`config.mk`:
```
export PLATFORM = sky130hd
export DESIGN_NAME = dcache_data
export DESIGN_NICKNAME = d
export VERILOG_FILES = /design/src/design/dcache_pkg.sv /design/src/design/dcache_data.sv
export VERILOG_INCLUDE_DIRS = /design/src /design/src/design
export SDC_FILE = /design/constraint.sdc
export NUM_CORES = 1
export LEC_CHECK = 0
export BUFFER_PORTS_ARGS = -buffer_cell sky130_fd_sc_hd__buf_2
export CAP_MARGIN = 20
export CELL_PAD_IN_SITES_DETAIL_PLACEMENT = 1
export CELL_PAD_IN_SITES_GLOBAL_PLACEMENT = 1
export CORE_AREA = 2 2 768 770
export DETAILED_ROUTE_END_ITERATION = 12
export DIE_AREA = 0 0 770 772
export PLACE_DENSITY = 0.3
export REMOVE_ABC_BUFFERS = 1
export SYNTH_ARGS = -nofsm -noshare
export SYNTH_HDL_FRONTEND = slang
export SYNTH_SLANG_ARGS = --single-unit
```
`constraint.sdc`:
```
create_clock -name vclk -period 2.79
set_input_delay 0.558 -clock vclk [all_inputs]
set_output_delay 0.558 -clock vclk [all_outputs]
set_load 0.05 [all_outputs]
```
`src/design/dcache_consts.svh`:
```
`ifndef DCACHE_CONSTS_SVH
`define DCACHE_CONSTS_SVH

// CPU address split into tag, set index and byte offset
`define DCACHE_ADDR_W  32
`define DCACHE_IDX_LEN 6
`define DCACHE_BLK_LEN 6
`define DCACHE_TAG_LEN 20

// Number of sets, one SRAM row per set in every bank
`define DCACHE_SETS    64

// Data path widths
`define DCACHE_XLEN    64
`define DCACHE_BANK_W  128

// A 64-byte line spread over four 128-bit banks
`define DCACHE_BANKS   4

// 64-bit beats per line on the memory side
`define DCACHE_BEATS   8

`endif

```
`src/design/dcache_pkg.sv`:
```
`include "dcache_consts.svh"

package dcache_pkg;

  typedef logic [`DCACHE_TAG_LEN-1:0]        tag_t;
  typedef logic [`DCACHE_IDX_LEN-1:0]        index_t;
  typedef logic [`DCACHE_BLK_LEN-1:0]        blk_off_t;
  typedef logic [`DCACHE_XLEN-1:0]           word_t;
  typedef logic [`DCACHE_XLEN/8-1:0]         strb_t;
  typedef logic [`DCACHE_BANK_W-1:0]         bank_word_t;
  typedef logic [$clog2(`DCACHE_BEATS)-1:0]  beat_t;

  // Tag in the top bits, byte offset in the bottom
  typedef struct packed {
    tag_t     tag;
    index_t   index;
    blk_off_t offset;
  } cache_addr_t;

  typedef struct packed {
    logic        we;
    cache_addr_t addr;
    word_t       wdata;
    strb_t       wstrb;
  } cpu_req_t;

  // Inputs of one SRAM bank; cen and wen are active low
  typedef struct packed {
    index_t     addr;
    logic       cen;
    logic       wen;
    bank_word_t wmask;
    bank_word_t wdata;
  } sram_port_t;

  typedef enum logic [2:0] {
    IDLE,
    LOOKUP,
    STORE,
    WRITEBACK,
    REFILL,
    REPLAY
  } dcache_state_e;

endpackage

```
`src/design/dcache_data.sv`:
```
`timescale 1ns/1ps
`include "dcache_consts.svh"

module dcache_data
  import dcache_pkg::*;
(
  input  logic       clk,
  input  index_t     index_i,
  input  blk_off_t   blk_addr_i,
  input  bank_word_t line_wdata_i,
  input  bank_word_t wmask_i,
  input  beat_t      burst_count_i,
  input  logic       allocate_valid_i,
  input  logic       writeback_valid_i,
  input  logic       wen_i,
  output sram_port_t sram_o [`DCACHE_BANKS],
  input  bank_word_t sram_rdata_i [`DCACHE_BANKS],
  output word_t      writeback_data_o,
  output word_t      rdata_o
);

  logic [`DCACHE_BANKS-1:0] alloc_sel;
  logic [`DCACHE_BANKS-1:0] hit_sel;
  logic [`DCACHE_BANKS-1:0] bank_we;
  bank_word_t               hit_word;
  bank_word_t               wb_word;

  // Refill picks the bank from the beat counter,
  // a CPU access from offset bits [5:4]
  always_comb begin
    alloc_sel = '0;
    hit_sel   = '0;
    if (allocate_valid_i) begin
      alloc_sel[burst_count_i[2:1]] = 1'b1;
    end else if (!writeback_valid_i) begin
      hit_sel[blk_addr_i[5:4]] = 1'b1;
    end
  end

  assign bank_we = (alloc_sel | hit_sel) & {`DCACHE_BANKS{wen_i}};

  // A write selects only the target bank
  // Otherwise all four banks read the set, so the whole line is
  // already on the read ports when a writeback starts
  always_comb begin
    for (int b = 0; b < `DCACHE_BANKS; b++) begin
      sram_o[b].addr  = index_i;
      sram_o[b].cen   = wen_i ? !bank_we[b] : 1'b0;
      sram_o[b].wen   = !bank_we[b];
      sram_o[b].wmask = wmask_i;
      sram_o[b].wdata = line_wdata_i;
    end
  end

  // Load word, AND-OR over the hit bank then the half by offset bit 3
  always_comb begin
    hit_word = '0;
    for (int b = 0; b < `DCACHE_BANKS; b++) begin
      hit_word = hit_word | ({`DCACHE_BANK_W{hit_sel[b]}} & sram_rdata_i[b]);
    end
  end

  assign rdata_o = blk_addr_i[3] ? hit_word[`DCACHE_BANK_W-1:`DCACHE_XLEN]
                                 : hit_word[`DCACHE_XLEN-1:0];

  // Beat n lives in bank n/2, upper half when n is odd
  assign wb_word = sram_rdata_i[burst_count_i[2:1]];

  assign writeback_data_o = burst_count_i[0] ? wb_word[`DCACHE_BANK_W-1:`DCACHE_XLEN]
                                             : wb_word[`DCACHE_XLEN-1:0];

  // Refill and writeback come from different controller states
  a_alloc_wb_excl: assert property (@(posedge clk)
    !(allocate_valid_i === 1'b1 && writeback_valid_i === 1'b1))
    else $error("allocate and writeback both active");

  a_one_bank_write: assert property (@(posedge clk)
    $isunknown(bank_we) || $onehot0(bank_we))
    else $error("more than one bank written in a cycle");

endmodule

```
### After elaboration in Yosys (flattened, before gate mapping)

Index checks and enable logic that the tools add are counted.

* bits in registers: 0
* latch bits: 0
* RAM bits: 0
* memory bits (read-only): 0
* input port bits: 787
* output and inout port bits: 1184
* logic and storage cells: 37
* memories kept: 0

* add/sub/neg operators: 0
* $mul: 0
* div/mod/pow operators: 0
* $lt $le $gt $ge: 5
* equal/unequal tests: 0
* shifts and indexed selects: 0
* mux-type cells: 16
* bitwise logic cells: 10
* reductions and logical operators: 6

Operators by type and width (number)
* AND 128 bit: 4
* OR 128 bit: 3
* binary-select mux 128 bit (select 2 bit): 1
* two-way mux 128 bit: 2
* two-way mux 64 bit: 2
* two-way mux 4 bit: 3
* less-than comparator 2 x 3 -> 1 bit (second input constant): 2
* two-way mux 1 bit: 6
* AND 4 bit: 1
* demux 1 bit (select 2 bit): 2
* >= comparator 2 x 1 -> 1 bit (second input constant): 2
* zero test 1 bit: 4
* OR 4 bit: 1
* >= comparator 3 bit (second input constant): 1
* NOT 2 -> 3 bit: 1
* logical AND 1 bit: 2

### Depth between registers and ports, before layout

* depth after elaboration: 11
* gate-level depth with buffers: 8

### Worst setup path after synthesis

No wires, ideal clock.

* path kind: input to output
* from: input blk_addr_i[5]
* to: output rdata_o[53]
* data arrival time: 3658 ps
* required time: 2232 ps
* path slack: -1426 ps
* stages on the path: 5
* buffers on the path: 3
* cell sequence: buf_2 -> buf_2 -> buf_2 -> a211oi_1 -> a2111oi_0

* longest elaborated chain between the ends: 11
* elaborated cells between the ends (all ways): 15
* those cells by class: 2 x order compare; 5 x mux; 7 x bitwise; 1 x reduce/logical

Ends and longest elaborated chain
* from (decl): line dcache_data.sv:9 `input blk_off_t blk_addr_i,`
* less-than comparator 2 x 3 -> 1 bit (not written as such) or >= comparator 2 x 1 -> 1 bit (tied branches): line dcache_data.sv:36 `hit_sel[blk_addr_i[5:4]] = 1'b1;`
* logical AND 1 bit (not written as such): line dcache_data.sv:36
* two-way mux 1 bit (not written as such): line dcache_data.sv:36
* demux 1 bit (select 2 bit) *: line dcache_data.sv:36
* two-way mux 4 bit *: line dcache_data.sv:35 `end else if (!writeback_valid_i) begin`
* two-way mux 4 bit *: line dcache_data.sv:33 `if (allocate_valid_i) begin`
* AND 128 bit: line dcache_data.sv:59 `` hit_word = hit_word | ({`DCACHE_BANK_W{hit_sel[b]}} & sram_rdata_i[b]); ``
* OR 128 bit (2 in series): line dcache_data.sv:59
* OR 128 bit *: line dcache_data.sv:59
* two-way mux 64 bit *: line dcache_data.sv:63 `` assign rdata_o = blk_addr_i[3] ? hit_word[`DCACHE_BANK_W-1:`DCACHE_XLEN] ``
* to (decl): line dcache_data.sv:19 `output word_t rdata_o`

Mark *: on every way between the ends. The rest lies on a longest branch, timed or not.

### Worst setup path after layout

* from: input writeback_valid_i
* to: output rdata_o[29]

* longest elaborated chain between the ends: 7
* elaborated cells between the ends (all ways): 10
* those cells by class: 3 x mux; 7 x bitwise

Ends and longest elaborated chain
* from (decl): line dcache_data.sv:14 `input logic writeback_valid_i,`
* two-way mux 4 bit *: line dcache_data.sv:35
* two-way mux 4 bit *: line dcache_data.sv:33
* AND 128 bit: line dcache_data.sv:59
* OR 128 bit (2 in series): line dcache_data.sv:59
* OR 128 bit *: line dcache_data.sv:59
* two-way mux 64 bit *: line dcache_data.sv:63

Marks and branches as above.

==> flow_metrics.py <==
metrics = {
    "floorplanning": {
        "rows": 282,
        "dieArea_um2": 594000,
        "die-height_um": 772,
        "die_w_um": 770,
        "start_util": 0.0276,
        "coreArea_um2": 587000,
        "ioPinCount": 1971,
    },
    "synthesis": {
        "synth_cells": 1847,
        "synth.most_common_cell": "buf_4",
        "synth_cell_types": 38,
        "ys_top_cells_by_area": "buf_4, mux4_2, mux2_2",
        "synth_warnings": 0,
        "synth_top_cell_by_area": "buf_4",
        "synth.top_cell.area_share": 0.489,
        "synth_area_per_cell_um2": 8.79,
        "ys_seq_area_frac": 0,
        "syn_area_um2": 16200,
        "synthTopCellsByCount": "buf_4, mux4_2, mux2_2",
    },
    "timing": {
        "layout_min_cycle_time_ns": 2.88,
        "relSlewSlack": 0.658,
        "setup_ws_ns": -0.0857,
        "setup_tns_ns": -0.372,
        "rsz0062_at_grt": "true",
        "final_hold_viol_count": 0,
        "fmax_mhz": 348,
        "timing.final.crit_share": 1.03,
        "tightest_slew_ns": 0.513,
        "setup_viol": 14,
        "maxSlewViolCount": 0,
    },
    "critical_path": {
        "crit_type": "input pin to primary output",
        "crit_fanout": 7,
        "slowest_stage": "a32oi_4",
        "critPathTopFamily": "compound AO/OA/AOI/OAI gates",
        "worst_ep_required_time_ns": 2.23,
        "start_kind": "input pin",
        "path_buf_inv": 4,
        "worstSetupEndpointType": "primary output",
        "crit_path_frequent_cell": "buf_12",
        "max_stage_delay_ns": 0.50,
        "path_cells": "buf_4 -> or2_4 -> buf_12 -> a21oi_2 -> o21ai_1 -> a32oi_4 -> buf_6 -> buf_12",
        "cp.arrival_ns": 2.32,
    },
    "finish": {
        "ff_latch_area_um2": 0,
        "postLayoutCoreUtil": 0.0423,
        "nets": 2328,
        "fillers": 70200,
        "clkbuf_count": 0,
        "syn2layout_area_growth_pct": 53.0,
        "design.seq.count": 0,
        "layout-drive-gt1-share": 0.772,
        "design_area_um2": 24800,
        "multiInputGateArea_um2": 8110,
    },
    "power": {
        "peakVddDrop_v": 0.000102,
        "powerDensity_nw_per_um2": 172,
        "power_frac_comb": 1.000,
        "seqPwrFrac": 0,
        "clock_power_share": 0,
        "p_leak_nw": 6.82,
        "intPower_w": 0.00168,
        "switching_share": 0.605,
        "switchingPower_w": 0.00258,
    },
    "routing": {
        "drt_wl_total_um": 530000,
        "avgRoutedWirePerCell_um": 56.0,
        "via_per_inst": 1.93,
        "drc": 0,
        "drtAntennaViolNets": 0,
        "drt-initial-drc-count": 1908,
        "drt_pass1_iterations": 5,
        "via_count": 18300,
    },
    "status": {
        "outcome": "complete, but fails checks",
        "violations": "negative setup slack",
    },
    "grt": {
        "grt_usage": 0.170,
        "grt_pass1_vias": 15400,
        "grt_start_max_net_pins": 35,
        "overflow": 0,
        "antenna_found_initial": 196,
        "grt_pass1_wl_um": 569000,
    },
    "hold_path": {
        "hold_end": "sram_o[324]",
        "hold_path.class": "input pin to primary output",
        "hold_path_startpoint": "line_wdata_i[60]",
        "hold_depth": 0,
    },
    "flow_run": {
        "maxCapViolations": 0,
    },
    "placed_design": {
        "gp_congestion": 0.827,
        "placed_area_um2": 23500,
        "hpwlAfterDp_um": 461000,
        "port_buffers": 657,
    },
}
## layer usage
| layer | share of wire | vias to the layer above | track usage |
|---|---|---|---|
| li1 | - | 4980 | - |
| met1 | 0.27 | 8420 | 0.133 |
| met2 | 0.42 | 4026 | 0.257 |
| met3 | 0.24 | 634 | 0.190 |
| met4 | 0.052 | 191 | 0.0689 |
| met5 | 0.014 | - | 0.0875 |
## power groups by stage
| stage | Sequential, W | Clock (W) | Combinational [W] |
|---|---|---|---|
| finish | 0 | 0.00000000546 | 0.00426 |
| global route | 0 | 0.00000000196 | 0.00450 |
| CTS | 0 | 0 | 0.00436 |
| detailed placement | 0 | 0 | 0.00425 |
| global placement | 0 | 0 | 0.00424 |
| floorplan | 0 | 0 | 0.00159 |
## cell type report
| type | count | share of cell area |
|---|---|---|
| multi-input combinational | 687 | 0.327 |
| antenna | 109 | 0.0110 |
| inverter | 3 | 0.000454 |
| timing repair buffer | 849 | 0.268 |
| tap | 7810 | 0.394 |
## cell usage in the layout (no fill, tap or decap), drive strengths merged
cell type  count
a2111oi        3
a211oi         3
a21o           1
a21oi         84
a221oi         1
a22o           8
a22oi          8
a32oi         20
and2           4
and3           2
buf          842
bufbuf         2
clkbuf         5
diode        109
inv            3
mux2         111
mux2i         67
mux4         162
nand2         56
nand2b        22
nor2          18
nor2b          5
nor3          12
nor4b          1
o21ai         26
o21bai         1
o22a          31
o22ai          8
o2bb2ai       31
or2            1
or3            1
## cell families after synthesis
kind of cell           after synthesis  share of synthesized area
muxes                              340                      0.345
AOI/OAI and AO/OA                  225                     0.0938
and+or+nand+nor                    122                     0.0353
buffers and inverters             1160                      0.525
## how the worst max path moves through the flow
stage	start	endpoint	slack [ns]	depth (start not counted)
CTS	blk_addr_i[4]	rdata_o[29]	-0.20	8
global placement	blk_addr_i[4]	rdata_o[29]	-1.18	9
floorplan	writeback_valid_i	rdata_o[37]	-1.63	2
global route	blk_addr_i[4]	rdata_o[29]	-0.16	9
finish	writeback_valid_i	rdata_o[29]	-0.09	8
detailed placement	blk_addr_i[4]	rdata_o[29]	-1.19	9
## repair_timing
action,in CTS,in global routing
setup endpoints to repair,84,52
hold endpoints to repair,0,0
setup buffers,20,10
pin swaps,30,29
hold buffers,0,0
cloned,4,3
gates resized for setup,78,77
## through the flow
step / total power, W / hold WS [ns] / instances / setup slack (ns)
finish: 0.00426 / 1.12 / 9458 / -0.0857
global route: 0.00450 / 1.12 / 9385 / -0.156
CTS: 0.00436 / 1.12 / 9338 / -0.203
detailed placement: 0.00425 / 1.12 / 9315 / -1.19
global placement: 0.00424 / 1.12 / 9315 / -1.18
floorplan: 0.00159 / 1.12 / 690 / -1.63
Power figures use the tool's default switching activity.
