<file path="config.mk">
export PLATFORM = sky130hd
export DESIGN_NAME = dcache_ctrl
export DESIGN_NICKNAME = d
export VERILOG_FILES = /design/src/design/dcache_pkg.sv /design/src/design/dcache_ctrl.sv
export VERILOG_INCLUDE_DIRS = /design/src /design/src/design
export SDC_FILE = /design/constraint.sdc
export NUM_CORES = 1
export LEC_CHECK = 0
export BUFFER_PORTS_ARGS = -buffer_cell sky130_fd_sc_hd__clkbuf_2
export CORE_AREA = 2 2 197 199
export CTS_BUF_LIST = sky130_fd_sc_hd__clkbuf_4
export CTS_CLUSTER_SIZE = 28
export DETAILED_ROUTE_END_ITERATION = 12
export DIE_AREA = 0 0 199 201
export PLACE_DENSITY = 0.46
export SYNTH_ARGS = -nofsm -noshare
export SYNTH_HDL_FRONTEND = slang
export SYNTH_SLANG_ARGS = --single-unit
</file>
<file path="constraint.sdc">
create_clock -name clk -period 4.4 [get_ports clk]
set_clock_uncertainty 0.1 [all_clocks]
set_input_delay 0.22 -clock clk [delete_from_list [all_inputs] [get_ports clk]]
set_output_delay 0.22 -clock clk [all_outputs]
set_load 0.03 [all_outputs]
</file>
<file path="src/design/dcache_consts.svh">
`ifndef DCACHE_CONSTS_SVH
`define DCACHE_CONSTS_SVH

// CPU address split into tag, set index and byte offset
`define DCACHE_ADDR_W  32
`define DCACHE_IDX_LEN 6
`define DCACHE_BLK_LEN 6
`define DCACHE_TAG_LEN 20

// Number of sets, one SRAM row per set in every bank
`define DCACHE_SETS    64

// Data path widths
`define DCACHE_XLEN    64
`define DCACHE_BANK_W  128

// A 64-byte line spread over four 128-bit banks
`define DCACHE_BANKS   4

// 64-bit beats per line on the memory side
`define DCACHE_BEATS   8

`endif

</file>
<file path="src/design/dcache_pkg.sv">
`include "dcache_consts.svh"

package dcache_pkg;

  typedef logic [`DCACHE_TAG_LEN-1:0]        tag_t;
  typedef logic [`DCACHE_IDX_LEN-1:0]        index_t;
  typedef logic [`DCACHE_BLK_LEN-1:0]        blk_off_t;
  typedef logic [`DCACHE_XLEN-1:0]           word_t;
  typedef logic [`DCACHE_XLEN/8-1:0]         strb_t;
  typedef logic [`DCACHE_BANK_W-1:0]         bank_word_t;
  typedef logic [$clog2(`DCACHE_BEATS)-1:0]  beat_t;

  // Tag in the top bits, byte offset in the bottom
  typedef struct packed {
    tag_t     tag;
    index_t   index;
    blk_off_t offset;
  } cache_addr_t;

  typedef struct packed {
    logic        we;
    cache_addr_t addr;
    word_t       wdata;
    strb_t       wstrb;
  } cpu_req_t;

  // Inputs of one SRAM bank; cen and wen are active low
  typedef struct packed {
    index_t     addr;
    logic       cen;
    logic       wen;
    bank_word_t wmask;
    bank_word_t wdata;
  } sram_port_t;

  typedef enum logic [2:0] {
    IDLE,
    LOOKUP,
    STORE,
    WRITEBACK,
    REFILL,
    REPLAY
  } dcache_state_e;

endpackage

</file>
<file path="src/design/dcache_ctrl.sv">
`timescale 1ns/1ps
`include "dcache_consts.svh"

module dcache_ctrl
  import dcache_pkg::*;
(
  input  logic                      clk,
  input  logic                      rst_i,
  input  logic                      req_i,
  input  cpu_req_t                  cpu_req_i,
  output logic                      done_o,
  input  logic                      hit_i,
  input  logic                      dirty_i,
  input  tag_t                      victim_tag_i,
  output logic                      tag_refill_o,
  output logic                      tag_set_dirty_o,
  output index_t                    index_o,
  output blk_off_t                  blk_addr_o,
  output bank_word_t                line_wdata_o,
  output bank_word_t                wmask_o,
  output beat_t                     burst_count_o,
  output logic                      allocate_valid_o,
  output logic                      writeback_valid_o,
  output logic                      wen_o,
  output logic                      mem_rd_o,
  output logic                      mem_wr_o,
  output logic [`DCACHE_ADDR_W-1:0] mem_addr_o,
  input  word_t                     mem_rdata_i,
  input  logic                      mem_beat_i
);

  dcache_state_e state_q;
  dcache_state_e state_d;
  cpu_req_t      req_q;
  beat_t         count_q;
  cache_addr_t   cur_addr;
  cache_addr_t   line_addr;
  word_t         strb_bits;
  bank_word_t    store_mask;
  bank_word_t    refill_mask;
  logic          bursting;
  logic          last_beat;

  assign bursting  = (state_q == WRITEBACK) || (state_q == REFILL);
  assign last_beat = mem_beat_i && (count_q == beat_t'(`DCACHE_BEATS - 1));

  always_ff @(posedge clk) begin
    if (rst_i) begin
      state_q <= IDLE;
    end else begin
      state_q <= state_d;
    end
  end

  always_ff @(posedge clk) begin
    if (state_q == IDLE && req_i) begin
      req_q <= cpu_req_i;
    end
  end

  // Wraps back to zero after the eighth beat
  always_ff @(posedge clk) begin
    if (rst_i) begin
      count_q <= '0;
    end else if (bursting && mem_beat_i) begin
      count_q <= count_q + 1'b1;
    end
  end

  always_comb begin
    state_d = state_q;
    case (state_q)
      IDLE: begin
        if (req_i) begin
          state_d = LOOKUP;
        end
      end
      LOOKUP: begin
        if (hit_i) begin
          state_d = req_q.we ? STORE : IDLE;
        end else if (dirty_i) begin
          state_d = WRITEBACK;
        end else begin
          state_d = REFILL;
        end
      end
      STORE: state_d = IDLE;
      WRITEBACK: begin
        if (last_beat) begin
          state_d = REFILL;
        end
      end
      REFILL: begin
        if (last_beat) begin
          state_d = REPLAY;
        end
      end
      // Re-read the new line, then finish as a hit
      REPLAY: state_d = LOOKUP;
      default: state_d = IDLE;
    endcase
  end

  // The SRAM and tag store see the live request while idle
  assign cur_addr   = (state_q == IDLE) ? cpu_req_i.addr : req_q.addr;
  assign index_o    = cur_addr.index;
  assign blk_addr_o = cur_addr.offset;

  // Byte strobes to a bit mask on the half picked by offset bit 3
  always_comb begin
    for (int i = 0; i < `DCACHE_XLEN / 8; i++) begin
      strb_bits[i*8 +: 8] = {8{req_q.wstrb[i]}};
    end
  end

  assign store_mask  = req_q.addr.offset[3] ? {strb_bits, word_t'(0)}
                                            : {word_t'(0), strb_bits};
  assign refill_mask = count_q[0] ? {{`DCACHE_XLEN{1'b1}}, word_t'(0)}
                                  : {word_t'(0), {`DCACHE_XLEN{1'b1}}};

  // Word copied into both halves, the mask keeps one
  assign line_wdata_o = {2{(state_q == REFILL) ? mem_rdata_i : req_q.wdata}};
  assign wmask_o      = (state_q == REFILL) ? refill_mask : store_mask;
  assign wen_o        = (state_q == STORE) || ((state_q == REFILL) && mem_beat_i);

  assign burst_count_o     = count_q;
  assign allocate_valid_o  = (state_q == REFILL);
  assign writeback_valid_o = (state_q == WRITEBACK);

  assign tag_refill_o    = (state_q == REFILL) && last_beat;
  assign tag_set_dirty_o = (state_q == STORE);

  assign done_o = (state_q == STORE) || ((state_q == LOOKUP) && hit_i && !req_q.we);

  // Victim line while writing back, request line otherwise
  assign line_addr.tag    = (state_q == WRITEBACK) ? victim_tag_i : req_q.addr.tag;
  assign line_addr.index  = req_q.addr.index;
  assign line_addr.offset = '0;

  assign mem_addr_o = line_addr;
  assign mem_rd_o   = (state_q == REFILL);
  assign mem_wr_o   = (state_q == WRITEBACK);

  a_mem_excl: assert property (@(posedge clk) disable iff (rst_i)
    !(mem_rd_o && mem_wr_o))
    else $error("mem_rd_o and mem_wr_o both high");

  a_req_aligned: assert property (@(posedge clk) disable iff (rst_i)
    req_i |-> cpu_req_i.addr.offset[2:0] == 3'b000)
    else $error("misaligned request");

  // CPU only issues while the cache is idle
  a_req_idle: assert property (@(posedge clk) disable iff (rst_i)
    req_i |-> state_q == IDLE)
    else $error("request while busy");

endmodule

</file>
## Yosys cells after proc, flatten, opt, wreduce, memory -nomap -nowiden

Cells that the tools add are included.
Widths: inputs -> output; s select.

- Bits in registers: 111
- Input bits: 195
- Output and inout bits: 311
- Word-level logic and storage cells: 44

- Add/sub/neg operators: 1
- Equal/unequal tests: 9
- Muxes and demuxes: 13
- Reduce and logical (&&, ||, !) cells: 13

Operators with widths:

| operator | number |
|---|---|
| $mux 128 | 3 |
| $mux 64 | 1 |
| $mux 20 | 1 |
| $mux 3 | 5 |
| $pmux 3 s5 | 1 |
| $mux 12 | 1 |
| $eq 3x3->1 const B | 3 |
| $logic_and 1x1->1 | 7 |
| $eq 3x2->1 const B | 2 |
| $ne 2x1->1 const B | 2 |
| $add 3x1->3 const B | 1 |
| $eq 3x1->1 const B | 1 |
| $logic_not 3->1 | 1 |
| $logic_or 1x1->1 | 3 |
| $reduce_and 3->1 | 1 |
| $mux 2 | 1 |
| $ne 2x2->1 const B | 1 |
| $logic_not 1->1 | 1 |

## Depth between registers and ports, before layout

- Word-level depth: 4
- Depth in mapped cells: 8
- Mapped depth without buffers: 5

## Worst setup path after synthesis

No wires, ideal clock.

- Path kind: register to register
- Start point: register state_q[2]
- End point: register req_q, in the netlist mem_addr_o[10] (enable)
- Setup time: 0.476 ns
- Data arrival time: 3.463 ns
- Required time: 3.824 ns
- Slack: 0.361 ns
- Cell stages (with the launch flop): 4
- Buffers on the path: 1
- Period minus slack after synthesis: 4.039 ns
- Cell sequence: dfxtp_1 -> nor3_1 -> buf_2 -> and2_1

- Longest elaborated chain between the ends: 2

Ends and longest elaborated chain:

| item | line | source |
|---|---|---|
| from (decl) | dcache_ctrl.sv:32 | `dcache_state_e state_q;` |
| from (signal assigned) | dcache_ctrl.sv:51 | `state_q <= state_d;` |
| $logic_not 3->1 | dcache_ctrl.sv:56 | `if (state_q == IDLE && req_i) begin` |
| $logic_and 1x1->1 | dcache_ctrl.sv:56 |  |
| to (signal assigned) | dcache_ctrl.sv:57 | `req_q <= cpu_req_i;` |
| to (decl) | dcache_ctrl.sv:34 | `cpu_req_t req_q;` |

Every way passes these cells.
A chain may end at the register's enable or synchronous reset.

## Worst setup path after layout

- Start point: register state_q[2]
- End point: output port line_wdata_o[40]

- Longest elaborated chain between the ends: 2

Ends and longest elaborated chain:

| item | line | source |
|---|---|---|
| $eq 3x3->1 | dcache_ctrl.sv:122 | `assign line_wdata_o = {2{(state_q == REFILL) ? mem_rdata_i : req_q.wdata}};` |
| $mux 64 | dcache_ctrl.sv:122 |  |
| to (decl) | dcache_ctrl.sv:19 | `output bank_word_t line_wdata_o,` |

Every way passes these cells.

==> impl.org <==
** Layout
- The filler cells instantiated in the layout total 4145.
- In the final layout, the multi-input gates occupy 0.001518 mm².
- The final layout contains 1222 nets.
- Share of layout cells above drive strength 1 :: 54.27%
- Most frequent cells in the layout :: sky130_fd_sc_hd__clkbuf_2 (499), sky130_fd_sc_hd__nand2_1 (194), sky130_fd_sc_hd__dlygate4sd3_1 (110)
- Post-Layout Cell Count :: 1554
- From synthesis to final layout, the design area changed by 46.04%.
- FF+latch area :: 0.003273 mm²
- The library cell used most frequently in the layout, excluding fill and tap cells, is sky130_fd_sc_hd__clkbuf_2.

** Setup path
- End of the worst register-to-register path :: burst_count_o[0]
- Flop2flop setup slack :: 1.72 ns
- Data on the critical path is required at its endpoint by 4.08 ns.
- Kind of end point of the critical path :: primary output
- For the worst setup path, the data arrival time is 3.04 ns.
- Of all nets on the critical path, the largest fanout is 48.
- Critical Setup Path Class :: register to primary output
- Launch point of the critical path :: state_q[2]
- The most critical setup path has its endpoint at line_wdata_o[40].
- Startpoint of the worst register-to-register path :: state_q[2]
- STA classifies the critical path startpoint as a register.
- The number of cells on the worst reg-to-reg path is 5.

** GRT
- Vias in the first global route :: 5265
- First-pass GRT wire length :: 29480 µm
- Global routing used 9.856% of the available tracks across all layers.
- The total overflow left after global routing is 0.
- Entering global routing, the biggest net connects 54 pins.
- The initial antenna violation count came to 4.

** CTS
- TritonCTS built the clock tree.
- Clock Path Buffers :: 2
- CTS placed an instance of sky130_fd_sc_hd__clkbuf_4 at the clock tree root.
- After clock tree synthesis, the clock-pin slew on the worst setup and hold paths is 0.19 ns.
- CTS Buf Count :: 9
- Skew-Pair Late Insertion Delay :: 0.55 ns
- For this design, the sink count on the clock tree is 111.
- Once the clock tree was built, the resizer swapped 0 gates to a different size.
- H-tree levels :: 3

** STA
- For this run, the top clock speed supported by timing is 0.2975 GHz.
- Worst hold margin :: 0.1136 ns
- In the final timing run, aggregate negative setup slack is 0 ns.
- The worst pin sits at a relative slew slack of 46.42%.
- For the pin with the worst max-slew slack, the measured transition is 0.8037 ns.
- Dividing the final minimum period by the clock period gives 76.39%.
- Setup repair after global routing left no endpoint under its margin.
- Setup violations remaining at the end of the flow were counted as 0.
- Total count of max-transition violations in the final report :: 0
- Number of hold-slack violations in the final timing report :: 0
- Min cycle time layout :: 3.361 ns

** Pwr
- For this design the static power due to leakage is 4.707 nW.
- The completed layout was analyzed and its total power is 3.042 mW.
- Power spread over the standard cell area amounts to 328.1 mW/mm².
- Max rail drop VDD :: 0.0001728 V

** Yosys
- Proportion of synthesized chip area in sequential cells :: 51.56%
- Multiplexer area fraction after synthesis :: 6.169%
- Synthesized flop and latch total :: 111
- The synthesized netlist contains 35 unique library cells.
- Post-Syn Area per Cell :: 10.44 µm²
- Mapped Area :: 0.006349 mm²
- After synthesis, the largest family of logic cells by area is buffers and inverters.
- Synthesis produced a netlist whose cell count is 608.
- Area share of xor/xnor cells in the synthesized design :: 0%
- Post-Synth Simple-Gate Area :: 13.99%
- Summing the areas of all compound-gate instances in the mapped netlist gives 2.838% of the synthesized area.
- Yosys printed 0 warnings.
- Post-synthesis adder-cell area fraction :: 0.3942%

** Detailed routing
- After detailed routing, the met3 layer carries 1366 µm of wire.
- Via count :: 5384
- Drt initial violations :: 194
- 1st-pass router iterations :: 4
- Using the TritonRoute via totals, the vias-per-cell ratio works out to 3.465.
- Final Routed Wirelength :: 20340 µm
- Met2 wire length :: 9862 µm
- Number of DRC violations after detailed routing :: 0
- Highest metal layer with signal wires :: met4
- Drt wl/cell :: 13.09 µm
- The detailed router put a total of 8876 µm of wire on met1.
- Count of nets left with antenna violations after detail routing :: 0

** Floorplan
- The initialized floorplan defines 72 standard-cell rows.
- After floorplanning, the core was sized to cover 0.03811 mm².
- I/O pin cnt :: 506
- Die X :: 199 µm
- The die covers 0.04000 mm².
- The floorplan step set the die height to 201 µm.
- Starting Density :: 16.66%

** Worst hold path
- Worst min-delay path category :: input port to register

** Placed design
- Including well taps, the total number of placed cells is 1422.
- PortBufs :: 499
- At the end of routability-driven placement, the weighted congestion stood at 0.7746.
- Detail Placement HPWL :: 15760 µm

** Job
- Max-cap check violation count :: 0

** Run status
- Status :: finished, final reports clean
power by group:
part | switching (mW) | total (mW) | internal (mW)
registers | 0.0286 | 1.28 | 1.25
clock network | 0.394 | 0.626 | 0.232
logic | 0.792 | 1.14 | 0.346
total | 1.21 | 3.04 | 1.83
synthesized netlist by cell type (all sizes together):
master  instances  share of area (%)
nor2            5               0.34
or3b            2               0.28
nor3            2               0.16
a21oi           2               0.16
mux2           33                5.9
nand3           1              0.079
and3b           1               0.14
nor2b           3               0.30
conb            1              0.059
o21ai           1              0.079
ha              2               0.39
edfxtp        105                 50
clkbuf          3               0.18
a31oi           1              0.099
o21a            1               0.14
nor4            1              0.099
nand2b          6               0.59
buf           210                 25
a21o           18                2.1
and3            1              0.099
clkinv          1              0.079
mux2i           2               0.32
o21bai          1               0.12
and2            3               0.34
nand3b          1               0.12
nand2         194                 11
dfxtp           6                1.9
a211oi          1               0.12
how the worst min path moves through the flow:
stage          slack, ns        endpoint  cells after the start           start
2_1_floorplan       0.22  mem_addr_o[10]                      0   cpu_req_i[82]
3_3_place_gp        0.30       req_q[90]                      1   cpu_req_i[90]
3_5_place_dp        0.30      req_q[102]                      1  cpu_req_i[102]
4_1_cts            0.002      state_q[1]                      4         dirty_i
5_1_grt             0.04      state_q[1]                      4         dirty_i
6_report            0.11      state_q[1]                      4         dirty_i
metrics by stage:
| stage | utilization (%) | setup WS, ns | area [µm²] |
|---|---|---|---|
| floorplan | - | 0.3608 | 6367 |
| CTS | 24.29 | 0.8450 | 9256 |
| global route | 24.32 | 0.6464 | 9269 |
| finish | 24.33 | 1.039 | 9271 |
| detailed placement | 20.97 | 1.573 | 7991 |
| global placement | 20.97 | 1.615 | 7991 |
registers in the layout (all words and copies together), names as in the netlist:
signal,cells
req_q,99
mem_addr_o,6
burst_count_o,3
state_q,3
critical path, cell delays in order, from the launching register on:
cell	delay, ns
sky130_fd_sc_hd__dfxtp_1	0.51
sky130_fd_sc_hd__or3b_4	0.57
sky130_fd_sc_hd__clkinv_2	0.28
sky130_fd_sc_hd__buf_4	0.50
sky130_fd_sc_hd__nand2_1	0.12
sky130_fd_sc_hd__nand2_1	0.16
sky130_fd_sc_hd__clkbuf_2	0.23
kinds of logic after synthesis:
logic type	after synthesis
adder cells (fa/ha/maj)	2
flip-flops	111
buffers and inverters	214
other	1
multiplexers	35
AO/OA/AOI/OAI	25
AND/OR/NAND/NOR	220
area by class of cell:
type	count	share of cell area [%]
multi-input cells	288	16.37
clock buffers	9	0.7287
flip-flops and latches	111	35.30
inverters	1	0.05398
diodes	6	0.1619
repair buffers	614	39.35
well taps	518	6.991
clock inverters	7	1.039
per-layer routing:
metal	global-route usage, %	vias to the layer above
met5	0	-
met4	2.878	0
met3	2.823	19
met2	16.53	248
met1	12.21	2480
li1	-	2637
what timing repair did:
item / CTS / global route
setup endpoints to repair: 0 / 0
hold endpoints to repair: 111 / 0
buffers inserted: 0 / 0
hold buffers: 110 / 0
No activity file was read; power rests on OpenSTA's default activity.
